## src/common/fp_defines.svh

```systemverilog
// ~~~~~~~~~~~~~~~~~~~~
// Width, bias, NaN and saturation macros.
// ~~~~~~~~~~~~~~~~~~~~

`ifndef FP_DEFINES_SVH
`define FP_DEFINES_SVH

// Single precision word.
`define FP_WIDTH 32

`define FP_EXP_BIAS 127

// Quiet NaN returned by min/max when both inputs are NaN.
`define FP_CANON_NAN 32'h7fc00000

// Float to int32 saturation values.
`define FP_INT_MAX 32'h7fffffff
`define FP_INT_MIN 32'h80000000

`endif
```

## src/common/fp_pkg.sv

```systemverilog
// ~~~~~~~~~~~~~~~~~~~~
// Operand, flag and class types, flag masks,
// operation and FSM state enums.
// ~~~~~~~~~~~~~~~~~~~~

`default_nettype none

`include "fp_defines.svh"

package fp_pkg;

    typedef logic [`FP_WIDTH-1:0] fp_word_t;
    typedef logic [4:0]           fp_flags_t; // NV DZ OF UF NX.
    typedef logic [9:0]           fp_class_t; // One-hot, bit 0 is -inf.

    localparam fp_flags_t FLAG_NV = 5'b1_0000;
    localparam fp_flags_t FLAG_NX = 5'b0_0001;

    typedef enum logic [3:0] {
        FEQ,
        FLT,
        FLE,
        FMIN,
        FMAX,
        FSGNJ,
        FSGNJN,
        FSGNJX,
        FCLASS,
        FCVT_W
    } fp_op_e;

    typedef enum logic [1:0] {
        PORT_IDLE,
        PORT_BUSY,
        PORT_ACK,
        PORT_RELEASE
    } port_state_e;

    typedef enum logic [1:0] {
        CVT_IDLE,
        CVT_SHIFT,
        CVT_DONE
    } cvt_state_e;

endpackage

`default_nettype wire

```

## src/verilog/fp_unit_top.sv

```systemverilog
// ~~~~~~~~~~~~~~~~~~~~
// FP auxiliary unit top. Request port and hub.
// ~~~~~~~~~~~~~~~~~~~~

`default_nettype none
`timescale 1ns/10ps

module fp_unit_top (
    input  wire logic              clk_i,
    input  wire logic              rst_n_i,
    input  wire logic              req_i,
    input  wire fp_pkg::fp_op_e    op_i,
    input  wire fp_pkg::fp_word_t  a_i,
    input  wire fp_pkg::fp_word_t  b_i,
    output logic                   ack_o,
    output fp_pkg::fp_word_t       result_o,
    output fp_pkg::fp_flags_t      flags_o
);

    import fp_pkg::*;

    logic      start;
    fp_op_e    op;
    fp_word_t  a;
    fp_word_t  b;
    logic      done;
    fp_word_t  hub_result;
    fp_flags_t hub_flags;

    fp_req_port req_port_inst (
        .clk_i        (clk_i),
        .rst_n_i      (rst_n_i),
        .req_i        (req_i),
        .op_i         (op_i),
        .a_i          (a_i),
        .b_i          (b_i),
        .ack_o        (ack_o),
        .result_o     (result_o),
        .flags_o      (flags_o),
        .start_o      (start),
        .op_o         (op),
        .a_o          (a),
        .b_o          (b),
        .done_i       (done),
        .hub_result_i (hub_result),
        .hub_flags_i  (hub_flags)
    );

    fp_hub hub_inst (
        .clk_i    (clk_i),
        .rst_n_i  (rst_n_i),
        .start_i  (start),
        .op_i     (op),
        .a_i      (a),
        .b_i      (b),
        .done_o   (done),
        .result_o (hub_result),
        .flags_o  (hub_flags)
    );

endmodule

`default_nettype wire

```

## src/verilog/fp_req_port.sv

```systemverilog
// ~~~~~~~~~~~~~~~~~~~~
// Four-phase req/ack front end.
// ~~~~~~~~~~~~~~~~~~~~

`default_nettype none
`timescale 1ns/10ps

module fp_req_port (
    input  wire logic              clk_i,
    input  wire logic              rst_n_i,
    input  wire logic              req_i,
    input  wire fp_pkg::fp_op_e    op_i,
    input  wire fp_pkg::fp_word_t  a_i,
    input  wire fp_pkg::fp_word_t  b_i,
    output logic                   ack_o,
    output fp_pkg::fp_word_t       result_o,
    output fp_pkg::fp_flags_t      flags_o,
    output logic                   start_o,
    output fp_pkg::fp_op_e         op_o,
    output fp_pkg::fp_word_t       a_o,
    output fp_pkg::fp_word_t       b_o,
    input  wire logic              done_i,
    input  wire fp_pkg::fp_word_t  hub_result_i,
    input  wire fp_pkg::fp_flags_t hub_flags_i
);

    import fp_pkg::*;

    port_state_e state_q;
    logic        accept;

    // A new request may also be taken in the cycle after ack drops.
    assign accept = req_i & ((state_q == PORT_IDLE) | (state_q == PORT_RELEASE));
    assign ack_o  = (state_q == PORT_ACK);

    always_ff @(posedge clk_i or negedge rst_n_i) begin
        if (!rst_n_i) begin
            state_q <= PORT_IDLE;
            start_o <= 1'b0;
        end else begin
            start_o <= accept; // One-cycle pulse.
            case (state_q)
                PORT_IDLE, PORT_RELEASE: state_q <= accept ? PORT_BUSY : PORT_IDLE;
                PORT_BUSY: if (done_i) state_q <= PORT_ACK;
                PORT_ACK: if (!req_i) state_q <= PORT_RELEASE; // Ack falls here.
                default: state_q <= PORT_IDLE;
            endcase
        end
    end

    always_ff @(posedge clk_i) begin
        if (accept) begin
            op_o <= op_i;
            a_o  <= a_i;
            b_o  <= b_i;
        end
        if ((state_q == PORT_BUSY) && done_i) begin
            result_o <= hub_result_i; // Held until next request.
            flags_o  <= hub_flags_i;
        end
    end

endmodule

`default_nettype wire

```

## src/fp_hub/fp_hub.sv

```systemverilog
// ~~~~~~~~~~~~~~~~~~~~
// Dispatcher. Sign injection, fclass,
// result and flag select.
// ~~~~~~~~~~~~~~~~~~~~

`default_nettype none
`timescale 1ns/10ps

module fp_hub (
    input  wire logic              clk_i,
    input  wire logic              rst_n_i,
    input  wire logic              start_i,
    input  wire fp_pkg::fp_op_e    op_i,
    input  wire fp_pkg::fp_word_t  a_i,
    input  wire fp_pkg::fp_word_t  b_i,
    output logic                   done_o,
    output fp_pkg::fp_word_t       result_o,
    output fp_pkg::fp_flags_t      flags_o
);

    import fp_pkg::*;

    fp_class_t class_a;
    fp_class_t class_b;
    logic      nan_a;
    logic      nan_b;
    logic      snan_a;
    logic      snan_b;
    fp_word_t  cmp_result;
    fp_flags_t cmp_flags;
    logic      cvt_start;
    logic      cvt_done;
    fp_word_t  cvt_result;
    fp_flags_t cvt_flags;
    fp_word_t  sel_result;
    fp_flags_t sel_flags;
    fp_word_t  result_q;
    fp_flags_t flags_q;
    logic      done_q;

    fp_ext ext_a_inst (.data_i(a_i), .class_o(class_a), .is_nan_o(nan_a), .is_snan_o(snan_a));
    fp_ext ext_b_inst (.data_i(b_i), .class_o(class_b), .is_nan_o(nan_b), .is_snan_o(snan_b));

    fp_cmp cmp_inst (
        .op_i        (op_i),
        .a_i         (a_i),
        .b_i         (b_i),
        .class_a_i   (class_a),
        .class_b_i   (class_b),
        .is_nan_a_i  (nan_a),
        .is_nan_b_i  (nan_b),
        .is_snan_a_i (snan_a),
        .is_snan_b_i (snan_b),
        .result_o    (cmp_result),
        .flags_o     (cmp_flags)
    );

    assign cvt_start = start_i & (op_i == FCVT_W);

    fp_cvt_f2i cvt_inst (
        .clk_i     (clk_i),
        .rst_n_i   (rst_n_i),
        .start_i   (cvt_start),
        .a_i       (a_i),
        .class_a_i (class_a),
        .done_o    (cvt_done),
        .result_o  (cvt_result),
        .flags_o   (cvt_flags)
    );

    always_comb begin
        sel_result = cmp_result; // Compares and min/max.
        sel_flags  = cmp_flags;  // Zero for all other ops.
        case (op_i)
            FSGNJ:  sel_result = {b_i[31], a_i[30:0]};
            FSGNJN: sel_result = {~b_i[31], a_i[30:0]};
            FSGNJX: sel_result = {a_i[31] ^ b_i[31], a_i[30:0]};
            FCLASS: sel_result = {22'b0, class_a};
            default: ;
        endcase
    end

    always_ff @(posedge clk_i or negedge rst_n_i) begin
        if (!rst_n_i) begin
            done_q <= 1'b0;
        end else begin
            done_q <= start_i & (op_i != FCVT_W);
        end
    end

    always_ff @(posedge clk_i) begin
        if (start_i) begin
            result_q <= sel_result;
            flags_q  <= sel_flags;
        end
    end

    // Operation stays latched in the port until done.
    assign done_o   = done_q | cvt_done;
    assign result_o = (op_i == FCVT_W) ? cvt_result : result_q;
    assign flags_o  = (op_i == FCVT_W) ? cvt_flags : flags_q;

endmodule

`default_nettype wire

```

## src/fp_hub/fp_cvt_f2i.sv

```systemverilog
// ~~~~~~~~~~~~~~~~~~~~
// Iterative float to int32, round toward zero.
// ~~~~~~~~~~~~~~~~~~~~

`default_nettype none
`timescale 1ns/10ps

`include "fp_defines.svh"

module fp_cvt_f2i (
    input  wire logic              clk_i,
    input  wire logic              rst_n_i,
    input  wire logic              start_i,
    input  wire fp_pkg::fp_word_t  a_i,
    input  wire fp_pkg::fp_class_t class_a_i,
    output logic                   done_o,
    output fp_pkg::fp_word_t       result_o,
    output fp_pkg::fp_flags_t      flags_o
);

    import fp_pkg::*;

    cvt_state_e         state_q;
    logic        [5:0]  cnt_q;
    logic        [55:0] sh_q;      // Integer in [55:24], fraction below.
    logic               sign_q;
    logic               sticky_q;
    logic signed [9:0]  exp_unb;
    logic               is_nan;
    logic               ovf;
    logic               neg_edge;
    logic               hidden;
    logic               saturate;
    logic        [5:0]  shift_cnt;
    logic        [31:0] int_mag;

    assign exp_unb   = $signed({2'b00, a_i[30:23]}) - $signed(10'(`FP_EXP_BIAS));
    assign is_nan    = class_a_i[8] | class_a_i[9];
    assign hidden    = class_a_i[1] | class_a_i[6]; // Normal numbers only.
    assign ovf       = exp_unb >= 10'sd31;
    assign neg_edge  = a_i[31] & (a_i[30:0] == 31'h4f000000); // Exactly -2^31.
    assign saturate  = is_nan | ovf;
    assign shift_cnt = (exp_unb < 10'sd0) ? 6'd32 : 6'(10'sd31 - exp_unb);
    assign int_mag   = sh_q[55:24];

    always_ff @(posedge clk_i or negedge rst_n_i) begin
        if (!rst_n_i) begin
            state_q <= CVT_IDLE;
            cnt_q   <= '0;
            done_o  <= 1'b0;
        end else begin
            done_o <= 1'b0;
            case (state_q)
                CVT_IDLE: begin
                    if (start_i && saturate) begin
                        done_o <= 1'b1; // Single-cycle finish.
                    end else if (start_i) begin
                        cnt_q   <= shift_cnt;
                        state_q <= CVT_SHIFT;
                    end
                end
                CVT_SHIFT: begin
                    cnt_q <= cnt_q - 6'd1;
                    if (cnt_q == 6'd1) state_q <= CVT_DONE;
                end
                CVT_DONE: begin
                    done_o  <= 1'b1;
                    state_q <= CVT_IDLE;
                end
                default: state_q <= CVT_IDLE;
            endcase
        end
    end

    always_ff @(posedge clk_i) begin
        case (state_q)
            CVT_IDLE: begin
                if (start_i) begin
                    sh_q     <= {hidden, a_i[22:0], 32'b0};
                    sign_q   <= a_i[31];
                    sticky_q <= 1'b0;
                end
                if (is_nan || (ovf && !a_i[31])) begin
                    result_o <= `FP_INT_MAX;
                    flags_o  <= FLAG_NV;
                end else if (neg_edge) begin
                    result_o <= `FP_INT_MIN;
                    flags_o  <= '0;
                end else if (ovf) begin
                    result_o <= `FP_INT_MIN;
                    flags_o  <= FLAG_NV;
                end
            end
            CVT_SHIFT: begin
                sh_q     <= sh_q >> 1;
                sticky_q <= sticky_q | sh_q[0];
            end
            CVT_DONE: begin
                result_o <= sign_q ? -int_mag : int_mag;
                flags_o  <= (sticky_q || (|sh_q[23:0])) ? FLAG_NX : '0;
            end
            default: ;
        endcase
    end

endmodule

`default_nettype wire

```

## src/fp_hub/fp_cmp.sv

```systemverilog
// ~~~~~~~~~~~~~~~~~~~~
// Compares, minimum and maximum.
// ~~~~~~~~~~~~~~~~~~~~

`default_nettype none
`timescale 1ns/10ps

`include "fp_defines.svh"

module fp_cmp (
    input  wire fp_pkg::fp_op_e    op_i,
    input  wire fp_pkg::fp_word_t  a_i,
    input  wire fp_pkg::fp_word_t  b_i,
    input  wire fp_pkg::fp_class_t class_a_i,
    input  wire fp_pkg::fp_class_t class_b_i,
    input  wire logic              is_nan_a_i,
    input  wire logic              is_nan_b_i,
    input  wire logic              is_snan_a_i,
    input  wire logic              is_snan_b_i,
    output fp_pkg::fp_word_t       result_o,
    output fp_pkg::fp_flags_t      flags_o
);

    import fp_pkg::*;

    logic both_zero;
    logic any_nan;
    logic any_snan;
    logic a_lt_b;
    logic a_eq_b;
    logic min_sel_a;

    assign both_zero = (class_a_i[3] | class_a_i[4]) & (class_b_i[3] | class_b_i[4]);
    assign any_nan   = is_nan_a_i | is_nan_b_i;
    assign any_snan  = is_snan_a_i | is_snan_b_i;

    always_comb begin
        if (a_i[31] != b_i[31]) begin
            a_lt_b = a_i[31] & ~both_zero;
        end else if (a_i[31]) begin
            a_lt_b = a_i[30:0] > b_i[30:0]; // Both negative.
        end else begin
            a_lt_b = a_i[30:0] < b_i[30:0];
        end
    end

    assign a_eq_b    = (a_i == b_i) | both_zero;
    assign min_sel_a = a_lt_b | (both_zero & a_i[31]); // -0 below +0.

    always_comb begin
        result_o = '0;
        flags_o  = '0;
        case (op_i)
            FEQ: begin
                result_o[0] = ~any_nan & a_eq_b;
                flags_o     = any_snan ? FLAG_NV : '0;
            end
            FLT: begin
                result_o[0] = ~any_nan & a_lt_b;
                flags_o     = any_nan ? FLAG_NV : '0;
            end
            FLE: begin
                result_o[0] = ~any_nan & (a_lt_b | a_eq_b);
                flags_o     = any_nan ? FLAG_NV : '0;
            end
            FMIN, FMAX: begin
                if (is_nan_a_i & is_nan_b_i) begin
                    result_o = `FP_CANON_NAN;
                end else if (is_nan_a_i) begin
                    result_o = b_i;
                end else if (is_nan_b_i) begin
                    result_o = a_i;
                end else if (op_i == FMIN) begin
                    result_o = min_sel_a ? a_i : b_i;
                end else begin
                    result_o = min_sel_a ? b_i : a_i;
                end
                flags_o = any_snan ? FLAG_NV : '0;
            end
            default: ;
        endcase
    end

endmodule

`default_nettype wire

```

## src/fp_hub/fp_ext.sv

```systemverilog
// ~~~~~~~~~~~~~~~~~~~~
// Operand unpack and ten-way class.
// ~~~~~~~~~~~~~~~~~~~~

`default_nettype none
`timescale 1ns/10ps

module fp_ext (
    input  wire fp_pkg::fp_word_t data_i,
    output fp_pkg::fp_class_t     class_o,
    output logic                  is_nan_o,
    output logic                  is_snan_o
);

    logic        sign;
    logic [7:0]  exp;
    logic [22:0] man;
    logic        exp_ones;
    logic        exp_zero;
    logic        man_zero;

    assign sign     = data_i[31];
    assign exp      = data_i[30:23];
    assign man      = data_i[22:0];
    assign exp_ones = &exp;
    assign exp_zero = ~|exp;
    assign man_zero = ~|man;

    assign is_nan_o  = exp_ones & ~man_zero;
    assign is_snan_o = is_nan_o & ~man[22]; // Quiet bit clear.

    assign class_o[0] = sign & exp_ones & man_zero;
    assign class_o[1] = sign & ~exp_zero & ~exp_ones;
    assign class_o[2] = sign & exp_zero & ~man_zero;
    assign class_o[3] = sign & exp_zero & man_zero;
    assign class_o[4] = ~sign & exp_zero & man_zero;
    assign class_o[5] = ~sign & exp_zero & ~man_zero;
    assign class_o[6] = ~sign & ~exp_zero & ~exp_ones;
    assign class_o[7] = ~sign & exp_ones & man_zero;
    assign class_o[8] = is_snan_o;
    assign class_o[9] = is_nan_o & man[22];

endmodule

`default_nettype wire

```

## config.mk

```make
export PLATFORM = sky130hd
export DESIGN_NAME = fp_unit_top
export DESIGN_NICKNAME = d
export VERILOG_FILES = /design/src/common/fp_pkg.sv /design/src/verilog/fp_unit_top.sv /design/src/verilog/fp_req_port.sv /design/src/fp_hub/fp_hub.sv /design/src/fp_hub/fp_cvt_f2i.sv /design/src/fp_hub/fp_cmp.sv /design/src/fp_hub/fp_ext.sv
export VERILOG_INCLUDE_DIRS = /design/src /design/src/common
export SDC_FILE = /design/constraint.sdc
export NUM_CORES = 1
export LEC_CHECK = 0
export BUFFER_PORTS_ARGS = -buffer_cell sky130_fd_sc_hd__buf_2
export CAP_MARGIN = 0
export CELL_PAD_IN_SITES_DETAIL_PLACEMENT = 1
export CELL_PAD_IN_SITES_GLOBAL_PLACEMENT = 2
export CORE_MARGIN = 4
export CORE_UTILIZATION = 41
export DETAILED_ROUTE_END_ITERATION = 16
export PLACE_DENSITY = 0.84
export SYNTH_ARGS = -nofsm -noshare
export SYNTH_HDL_FRONTEND = slang
export SYNTH_SLANG_ARGS = --single-unit
```

## constraint.sdc

```tcl
create_clock -name clk_i -period 5.2 [get_ports clk_i]
set_input_delay 0.78 -clock clk_i [delete_from_list [all_inputs] [get_ports clk_i]]
set_output_delay 0.78 -clock clk_i [all_outputs]
set_load 0.01 [all_outputs]
```

==> results.json, run 1 <==
{
  "vias": 7567,
  "synth.distinct_cells": 64,
  "setup_viol": 0,
  "cp_cell_sequence": "ha_1 > a21oi_1 > o21ai_0 > a221o_1 > nor3_1 > a32oi_1 > a211o_1 > a31o_2 > a221o_1",
  "cts_sinks": 240,
  "cp_max_fo": 30,
  "period_needed_ns": 3.77,
  "synth-seq-area-share_pct": 63.1,
  "synth_top_cell_area_share_pct": 60.3,
  "grt_pass1_wl_mm": 45.5,
  "p_comb_share_pct": 25.5,
  "hp-class": "in -> async",
  "portBuffers": 105,
  "nNetsFinal": 1113,
  "synth_xor_area_share_pct": 2.63,
  "slowest_stage": "edfxtp_1",
  "critPathArrivalTime_ns": 4.04,
  "crit_top_cell": "a221o_1",
  "netlist_instances": 893,
  "synthArstFlopShare_pct": 5.42,
  "worst_slew_margin_rel_pct": 23.2,
  "dr.first_iter.drc_count": 625,
  "design.core.area_mm2": 0.0270,
  "numCtsBuffers": 27,
  "p_leak_uw": 0.00502,
  "viasPerCell": 5.55,
  "clock_skew_ns": 0.00993,
  "critPathKind": "reg -> reg",
  "wl_per_cell_um": 21.3,
  "yosys.area_share.simple_pct": 13.2,
  "worst_pin_slew_ns": 1.15,
  "drt-total-wl_mm": 29.0,
  "rsz0062_at_grt": "false",
  "globalplace.congestion": 0.846,
  "dpl.hpwl_mm": 21.0,
  "hold_buffers": 0,
  "status": "completed",
  "netlist_area_mm2": 0.0113,
  "setup_tns_ns": 0,
  "ys_warn_count": 0,
  "grt_usage_pct": 19.0,
  "synth_common_cells": "edfxtp_1, nand2_1, o21ai_0",
  "postPlaceCellArea_mm2": 0.0122,
  "intPower_uw": 4940,
  "synth_area_per_cell_um2": 12.7,
  "cts_buffer_depth": 3,
  "layout-drive-gt1-share_pct": 20.6,
  "fin_crit_sh_pct": 72.4,
  "maxCapViolCount": 0,
  "seqPwrFrac_pct": 49.0,
  "hold_viol": 0,
  "power_uw": 7460,
  "grt_max_degree": 48,
  "rows": 60,
  "n_antenna_cell": 0,
  "cts_resized": 0,
  "synthAdderAreaFrac_pct": 4.54,
  "grt.overflow.total": 0,
  "max-vdd-ir-drop_mv": 0.445,
  "power.switching_uw": 2520,
  "root_buffer": "clkbuf_16",
  "post-synth-top-area-cell": "edfxtp_1",
  "synthTopCellsByArea": "edfxtp_1, ha_1, nand2_1",
  "grt_antenna_before_repair": 0,
  "detail-route-antenna-nets": 0,
  "num_io_pins": 109,
  "synth.area.mux_share_pct": 3.55,
  "final-max-slew-violation-count": 0,
  "synth_edf_count": 227,
  "start_kind": "register",
  "p_per_area_mw_per_mm2": 569,
  "die-area_mm2": 0.0303,
  "design_area_mm2": 0.0131,
  "synth_compound_area_share_pct": 10.0,
  "slowest_delay_ns": 0.45,
  "die_h_um": 174,
  "synth_seq_cells": 240,
  "fin_util_pct": 48.5,
  "cp-end-kind": "register",
  "dr.pass1.iters": 5,
  "ys.flop_type": "edfxtp_1",
  "postCtsSetupBuffers": 0,
  "fmax_mhz": 266,
  "required_ns": 5.47,
  "path_clk_slew_ns": 0.06,
  "die_w_um": 174,
  "grt_pass1_vias": 7889,
  "synth_top_family_by_area": "simple AND/OR/NAND/NOR gates",
  "power_frac_clock_pct": 25.5,
  "drcViolationCount": 0,
  "hold_ws_ns": 0.133,
  "initial_core_util_pct": 41.9,
  "yosys.cell_count.top_type": "edfxtp_1",
  "insertion_delay_ns": 0.54,
  "htree_num_levels": 1,
  "syn_to_final_growth_pct": 15.9,
  "p_sw_share_pct": 33.8,
  "cts_tree": "done"
}
flip-flops by register name, indices dropped and copies added, names as in the netlist, 2 cells and up:
| register | flops |
|---|---|
| req_port_inst.result_o | 32 |
| hub_inst.cvt_inst.cnt_q | 6 |
| req_port_inst.b_o | 32 |
| hub_inst.cvt_inst.result_o | 32 |
| hub_inst.cvt_inst.sh_q | 56 |
| hub_inst.cvt_inst.flags_o | 2 |
| req_port_inst.op_o | 4 |
| hub_inst.cvt_inst.state_q | 2 |
| req_port_inst.state_q | 2 |
| hub_inst.result_q | 32 |
| req_port_inst.a_o | 32 |
| req_port_inst.flags_o | 2 |
metrics by stage:
| stage | setup WS [ns] | instances |
|---|---|---|
| after global placement | 1.66 | 1313 |
| after detailed placement | 1.50 | 1313 |
| final | 1.43 | 1363 |
| after CTS | 1.45 | 1363 |
| after global routing | 1.26 | 1363 |
| after floorplan | 1.48 | 895 |
layout by cell type (no fill, tap or decap), types with 4 or more instances in the layout:
cell and n:
a21oi_1 26, inv_1 46, nand2_1 103, nor2_1 37, a21o_1 6, mux2_2 33, clkbuf_16 27, buf_2 105
dfrtp_1 13, o21ai_0 51, and2_1 33, ha_1 41, or4_4 4, clkinv_2 4, bufinv_16 4, buf_4 9
nand3_1 21, nand4_1 20, a211oi_1 4, nor4_1 20, nor3_1 20, clkinv_1 9, and3_1 6, a221o_1 11
o31ai_1 10, xor2_1 30, nand2b_1 4, xnor2_1 4, edfxtp_1 227, a22o_1 22
area by class of cell:
cell class / count / area, um2
tap: 341 / 427
timing repair buffer: 114 / 593
clock inverter: 20 / 198
fill: 2839 / 13900
multi-input combinational: 572 / 3890
inverter: 46 / 173
clock buffer: 30 / 687
sequential: 240 / 7140
worst max-delay path, delay by kind of cell (launching register included):
family | cells | cell delay, ns
compound gates | 7 | 2.25
flops | 1 | 0.45
simple gates | 1 | 0.42
fa+ha+maj | 1 | 0.36
path summary, 6_finish.rpt:
path / from / end / slack, ns / cells after the start
max in group asynchronous: rst_n_i / req_port_inst.start_o / 4.82 / 1
worst max register to register: req_port_inst.a_o[18] / hub_inst.result_q[4] / 1.43 / 9
worst min register to register: req_port_inst.state_q[1] / req_port_inst.state_q[1] / 0.51 / 2
min in group clk_i: b_i[20] / req_port_inst.b_o[20] / 0.41 / 1
worst max-delay path: req_port_inst.a_o[18] / hub_inst.result_q[4] / 1.43 / 9
worst min-delay path: rst_n_i / hub_inst.cvt_inst.cnt_q[1] / 0.13 / 1
power by group through the flow:
stage	logic [uW]	registers [uW]	clock network, uW
after floorplan	1320	3470	0
after global placement	1850	3660	0
after detailed placement	1910	3690	0
after CTS	1930	3660	1950
after global routing	2140	3740	2040
final	1900	3660	1900
logic make-up (layout without fill, tap and decap cells):
group,after synthesis,in the layout
fa+ha+maj,41,41
buf+inv,83,210
mux,36,36
flops,240,240
compound gates,164,164
xor+xnor,34,34
other cells,1,3
simple gates,294,294
layer usage:
metal / global-route usage [%] / vias to the layer above / routed length, um
met5: 0 / - / 0
met4: 4.49 / 0 / 657
met3: 2.13 / 32 / 1240
met2: 30.9 / 186 / 13600
met1: 27.5 / 3786 / 13500
li1: - / 3563 / -
Power figures use the tool's default switching activity.
==> run 2: changes to the inputs <==
--- a/config.mk
+++ b/config.mk
@@ -11,9 +11,9 @@
 export CELL_PAD_IN_SITES_DETAIL_PLACEMENT = 1
 export CELL_PAD_IN_SITES_GLOBAL_PLACEMENT = 2
 export CORE_MARGIN = 4
-export CORE_UTILIZATION = 41
+export CORE_UTILIZATION = 37
 export DETAILED_ROUTE_END_ITERATION = 16
-export PLACE_DENSITY = 0.84
+export PLACE_DENSITY = 0.8
 export SYNTH_ARGS = -nofsm -noshare
 export SYNTH_HDL_FRONTEND = slang
 export SYNTH_SLANG_ARGS = --single-unit
==> constraint.sdc (replaced) <==
create_clock -name clk_i -period 3 [get_ports clk_i]
set_input_delay 0.45 -clock clk_i [delete_from_list [all_inputs] [get_ports clk_i]]
set_output_delay 0.45 -clock clk_i [all_outputs]
set_load 0.01 [all_outputs]
==> run 2 against run 1 <==
  * The flow now finishes with violations (setup timing)
  * Global-route usage decreased by 0.92 points
  * Clock power grew 88%
  * Fmax is 19% higher
  * Flip-flop and latch count stayed put
  * Cell count grew 14%
  * Critical path depth rose by 2
  * Design area is 11% higher
  * First-iteration DRC count decreased by 15%
  * Clock skew rose by 0.0027 ns
  * Hold slack got worse by 0.058 ns
  * Critical path type unchanged
  * Largest cell class unchanged
==> results.json, run 2 (synthesized netlist as in run 1, its figures left out) <==
{
  "status": "complete, but fails checks",
  "violations": "setup timing",
  "largest_reg_flops": 56,
  "n_antenna_cell": 0,
  "grt_usage_pct": 18.1,
  "layout-drive-gt1-share_pct": 31.5,
  "htree_num_levels": 1,
  "worst_pin_slew_ns": 0.742,
  "nNetsFinal": 1248,
  "required_ns": 3.29,
  "hold_viol": 0,
  "cts_sinks": 240,
  "maxCapViolCount": 0,
  "p_sw_share_pct": 33.2,
  "die-area_mm2": 0.0334,
  "final-max-slew-violation-count": 0,
  "final_common_cell": "edfxtp_1",
  "worst_slew_margin_rel_pct": 50.5,
  "syn_to_final_growth_pct": 28.4,
  "dpl.hpwl_mm": 22.7,
  "globalplace.congestion": 0.868,
  "detail-route-antenna-nets": 0,
  "clock_skew_ns": 0.0127,
  "place_ws_ns": -0.207,
  "final_cell_mix": "edfxtp_1, buf_4, buf_2, nand2_1, o21ai_0",
  "max-vdd-ir-drop_mv": 0.507,
  "dr.pass1.iters": 5,
  "vias": 8103,
  "p_comb_share_pct": 31.7,
  "setup_viol": 31,
  "cts_tree": "done",
  "intPower_uw": 9450,
  "power.switching_uw": 4700,
  "grt_pass1_vias": 8448,
  "design.core.area_mm2": 0.0299,
  "die_h_um": 183,
  "num_io_pins": 109,
  "critPathArrivalTime_ns": 3.46,
  "wl_per_cell_um": 19.9,
  "root_buffer": "clkbuf_16",
  "cp_max_fo": 21,
  "drt-total-wl_mm": 30.9,
  "dr_wl_met3_mm": 1.29,
  "hold_ws_ns": 0.0755,
  "fin_crit_sh_pct": 106,
  "postPlaceCellArea_mm2": 0.0133,
  "fmax_mhz": 316,
  "insertion_delay_ns": 0.54,
  "critPathKind": "reg -> reg",
  "p_leak_uw": 0.00577,
  "viasPerCell": 5.23,
  "period_needed_ns": 3.17,
  "rsz0062_at_grt": "true",
  "drcViolationCount": 0,
  "design_area_mm2": 0.0145,
  "dr.first_iter.drc_count": 534,
  "hp-class": "in -> reg",
  "largest_register": "hub_inst.cvt_inst.sh_q",
  "grt.overflow.total": 0,
  "rows": 63,
  "p_per_area_mw_per_mm2": 974,
  "cp-end-kind": "register",
  "grt_pass1_wl_mm": 47.8,
  "power_frac_clock_pct": 25.2,
  "seqPwrFrac_pct": 43.1,
  "setup_slack_ns": -0.165,
  "grt_antenna_before_repair": 0,
  "path_clk_slew_ns": 0.06,
  "start_kind": "register",
  "cts_buffer_depth": 3,
  "grt_max_degree": 58,
  "initial_core_util_pct": 37.9,
  "met1_length_mm": 13.9,
  "setup_tns_ns": -3.39,
  "numCtsBuffers": 28,
  "dr_wl_met2_mm": 15.1,
  "portBuffers": 105,
  "top_layer": "met4",
  "die_w_um": 183
}
run 2: cell types whose count changed in the layout (fill, tap and decap cells not counted), sizes merged, moves of 2 or more:
cell,previous run,this run
buf,114,246
clkinv,13,7
clkinvlp,2,4
clkbuf,30,35
run 2: cell type report:
type                       count  area (um2)
tap                          390         488
clock inverter                17         220
timing repair buffer         247        1670
sequential                   240        7140
multi-input combinational    573        4090
inverter                      46         173
fill                        3097       15300
clock buffer                  35         748
run 2: metal layers:
metal / vias to the layer above / global-route usage (%)
li1: 3848 / -
met1: 4043 / 25.3
met2: 175 / 30.3
met3: 37 / 2.48
met4: 0 / 3.93
met5: - / 0
run 2: power groups by stage:
stage,Combinational [uW],Clock [uW],Sequential (uW)
2_1_floorplan,2340,0,6010
3_3_place_gp,4130,0,6090
3_5_place_dp,4300,0,6150
4_1_cts,4430,3640,6100
5_1_grt,4960,3780,6220
6_report,4490,3570,6100
run 2: critical path, stage by stage, from the launching register on:
cell and delay (ns):
edfxtp_1 0.43, ha_1 0.35, a21oi_1 0.14, a21oi_1 0.10, o31a_1 0.32, o41ai_4 0.29, a32oi_2 0.18, buf_4 0.17
a211oi_2 0.36, a211oi_4 0.08, buf_12 0.17, a221o_1 0.30
run 2: worst paths after layout:
| check | from | to | slack, ns | cells past startpoint |
|---|---|---|---|---|
| min | a_i[1] | req_port_inst.a_o[1] | 0.08 | 1 |
| max | req_port_inst.a_o[2] | hub_inst.result_q[5] | -0.17 | 11 |
| max in group asynchronous | rst_n_i | hub_inst.done_q | 2.45 | 2 |
| max reg2reg | req_port_inst.a_o[2] | hub_inst.result_q[5] | -0.17 | 11 |
| min reg2reg | req_port_inst.state_q[1] | req_port_inst.state_q[1] | 0.53 | 2 |
| min in group asynchronous | rst_n_i | hub_inst.cvt_inst.cnt_q[0] | 0.32 | 2 |
run 2: repair_timing:
item                                    4_1_cts  5_1_grt
resized for setup                            13       13
hold buffers                                  1        0
gates cloned                                  1        1
setup buffers                                 8        6
endpoints found under the hold margin        13        0
pin swaps                                    14        5
endpoints found under the setup margin       35       35
run 2: stage by stage:
stage	std cells	util (%)	total power, uW
2_1_floorplan	895	-	8350
3_3_place_gp	1479	44.5	10200
3_5_place_dp	1479	44.5	10400
4_1_cts	1541	48.2	14200
5_1_grt	1548	48.6	15000
6_report	1548	48.6	14200
==> run 3: changes to the inputs <==
--- a/config.mk
+++ b/config.mk
@@ -16,4 +16,5 @@
 export PLACE_DENSITY = 0.8
 export SYNTH_ARGS = -nofsm -noshare
 export SYNTH_HDL_FRONTEND = slang
+export SYNTH_HIERARCHICAL = 1
 export SYNTH_SLANG_ARGS = --single-unit
==> run 3 against run 2 <==
  * The run still ends with setup timing left
  * Sequential power rose by 2%
  * Non-clock buffer count grew 22
  * Critical endpoint is now hub_inst/result_q[10]
  * Cell count grew 14%
  * Setup slack worse by 0.17 ns
==> results.json, run 3 <==
{
  "required_ns": 3.30,
  "power_uw": 15500,
  "cp_num_buf_inv": 3,
  "netlist_instances": 1052,
  "cpLargestDelayFamily": "simple AND/OR/NAND/NOR gates",
  "critPathArrivalTime_ns": 3.63,
  "drcViolationCount": 0,
  "fillCellCount": 3579,
  "setup_slack_ns": -0.332,
  "drt-total-wl_mm": 35.3,
  "cts_sinks": 247,
  "p_leak_uw": 0.00635,
  "grt_max_degree": 71,
  "p_comb_share_pct": 38.0,
  "slowest_stage": "edfxtp_1",
  "clock_skew_ns": 0.0187,
  "slowest_delay_ns": 0.44,
  "root_buffer": "clkbuf_16",
  "status": "complete, but fails checks",
  "final_common_cell": "edfxtp_1",
  "p_sw_share_pct": 35.3,
  "cp_max_fo": 8,
  "detail-route-antenna-nets": 0,
  "largest_reg_flops": 56,
  "netlist_area_mm2": 0.0128,
  "maxCapViolCount": 0,
  "design_area_mm2": 0.0163,
  "grt_usage_pct": 18.1,
  "numCtsBuffers": 28,
  "die-area_mm2": 0.0376,
  "path_clk_slew_ns": 0.06,
  "hold_viol": 0,
  "final_cell_mix": "edfxtp_1, buf_4, nand2_1, buf_2, o21ai_0",
  "violations": "setup timing",
  "cp_cell_sequence": "buf_6 > nor4_4 > nand4_4 > nor3_4 > o22ai_2 > a21oi_2 > a211o_1 > nor4_4 > or3_4 > buf_12 > buf_6 > mux2i_1 > a22o_1",
  "multiInputGateArea_mm2": 0.00533,
  "worst_pin_slew_ns": 0.918,
  "vias": 9327,
  "rsz0062_at_grt": "true",
  "insertion_delay_ns": 0.57,
  "grt_antenna_before_repair": 1,
  "layout-drive-gt1-share_pct": 32.7,
  "p_per_area_mw_per_mm2": 953,
  "cp-end-kind": "register",
  "num_io_pins": 109,
  "htree_num_levels": 1,
  "max-vdd-ir-drop_mv": 0.508,
  "nNetsFinal": 1409,
  "worst_slew_margin_rel_pct": 38.8,
  "dr.pass1.iters": 5,
  "critPathKind": "reg -> reg",
  "setup_viol": 31,
  "cts_buffer_depth": 3,
  "n_antenna_cell": 0,
  "grt.overflow.total": 0,
  "postPlaceCellArea_mm2": 0.0147,
  "grt_pass1_vias": 9649,
  "wl_per_cell_um": 20.0,
  "hp-class": "in -> reg",
  "fin_crit_sh_pct": 111,
  "ys_warn_count": 6,
  "ff_latch_area_mm2": 0.00735,
  "fin_util_pct": 48.1,
  "syn_to_final_growth_pct": 27.2,
  "final-max-slew-violation-count": 0,
  "globalplace.congestion": 0.894,
  "stdcell_count": 1765,
  "power_frac_clock_pct": 21.7,
  "grt_pass1_wl_mm": 54.9,
  "initial_core_util_pct": 37.8,
  "largest_register": "hub_inst/cvt_inst/sh_q",
  "period_needed_ns": 3.33,
  "seqPwrFrac_pct": 40.2,
  "start_kind": "register",
  "die_h_um": 194,
  "power.switching_uw": 5480,
  "die_w_um": 194,
  "place_inst": 1685,
  "viasPerCell": 5.28,
  "dr.first_iter.drc_count": 538,
  "fmax_mhz": 300,
  "cts_tree": "done",
  "intPower_uw": 10000,
  "dpl.hpwl_mm": 25.8,
  "synth_area_per_cell_um2": 12.2,
  "rows": 67,
  "design.core.area_mm2": 0.0338,
  "portBuffers": 108
}
==> run 3: cell count changes in the layout (fill, tap and decap cells not counted), moves of 9 or more <==
| cell | previous run | this run |
|---|---|---|
| and2_1 | 33 | 47 |
| a21oi_1 | 26 | 36 |
| mux2i_1 | 3 | 25 |
| nor3_1 | 19 | 10 |
| buf_4 | 132 | 143 |
| a2bb2oi_2 | 0 | 9 |
| nand2_1 | 103 | 141 |
| mux2_1 | 0 | 9 |
| nand4_1 | 20 | 5 |
==> run 3: area by class of cell <==
cell class,count,share of cell area [%]
clock buffers,34,4.45
repair buffers,269,11.8
multi-input cells,701,32.8
inverters,50,1.15
flip-flops and latches,247,45.2
clock inverters,16,1.14
well taps,448,3.45
==> run 3: routing by layer <==
metal / vias up / share of wire (%) / global-route usage, %
met5: - / 0 / 0
met4: 0 / 2.4 / 4.32
met3: 50 / 4.5 / 2.38
met2: 216 / 48 / 29.8
met1: 4641 / 45 / 25.5
li1: 4420 / - / -
==> run 3: path summary, 6_finish.rpt <==
check | startpoint | end | slack [ns] | cells past startpoint
max in group asynchronous | rst_n_i | hub_inst/cvt_inst/cnt_q[2] | 2.44 | 2
worst min-delay path | b_i[1] | req_port_inst/b_o[1] | 0.06 | 1
worst max-delay path | req_port_inst/a_o[21] | hub_inst/result_q[10] | -0.33 | 13
worst min register to register | hub_inst/cvt_inst/cnt_q[5] | hub_inst/cvt_inst/cnt_q[5] | 0.54 | 1
min in group asynchronous | rst_n_i | hub_inst/cvt_inst/cnt_q[5] | 0.32 | 2
worst max register to register | req_port_inst/a_o[21] | hub_inst/result_q[10] | -0.33 | 13
==> run 3: per-stage QoR <==
step	setup WS, ns	hold slack [ns]	setup TNS (ns)
final	-0.332	0.0592	-8.82
after floorplan	-0.104	0.154	-1.22
after detailed placement	-0.495	0.368	-13.24
after CTS	-0.256	0.0337	-6.31
after global placement	-0.427	0.369	-11.62
after global routing	-0.449	0.0351	-12.86
==> run 3: repair_timing <==
action / CTS / global route
cloned: 0 / 1
pin swaps: 15 / 24
endpoints found under the setup margin: 31 / 32
hold endpoints to repair: 13 / 0
buffers inserted: 20 / 8
gates resized for setup: 24 / 34
hold buffers: 1 / 0
==> run 3: power by group through the flow <==
stage               Combinational [uW]  Sequential, uW  Clock (uW)
finish                            5890            6240        3370
global route                      6460            6360        3610
detailed placement                5340            6310           0
CTS                               5600            6240        3470
floorplan                         3260            6170           0
global placement                  5160            6260           0
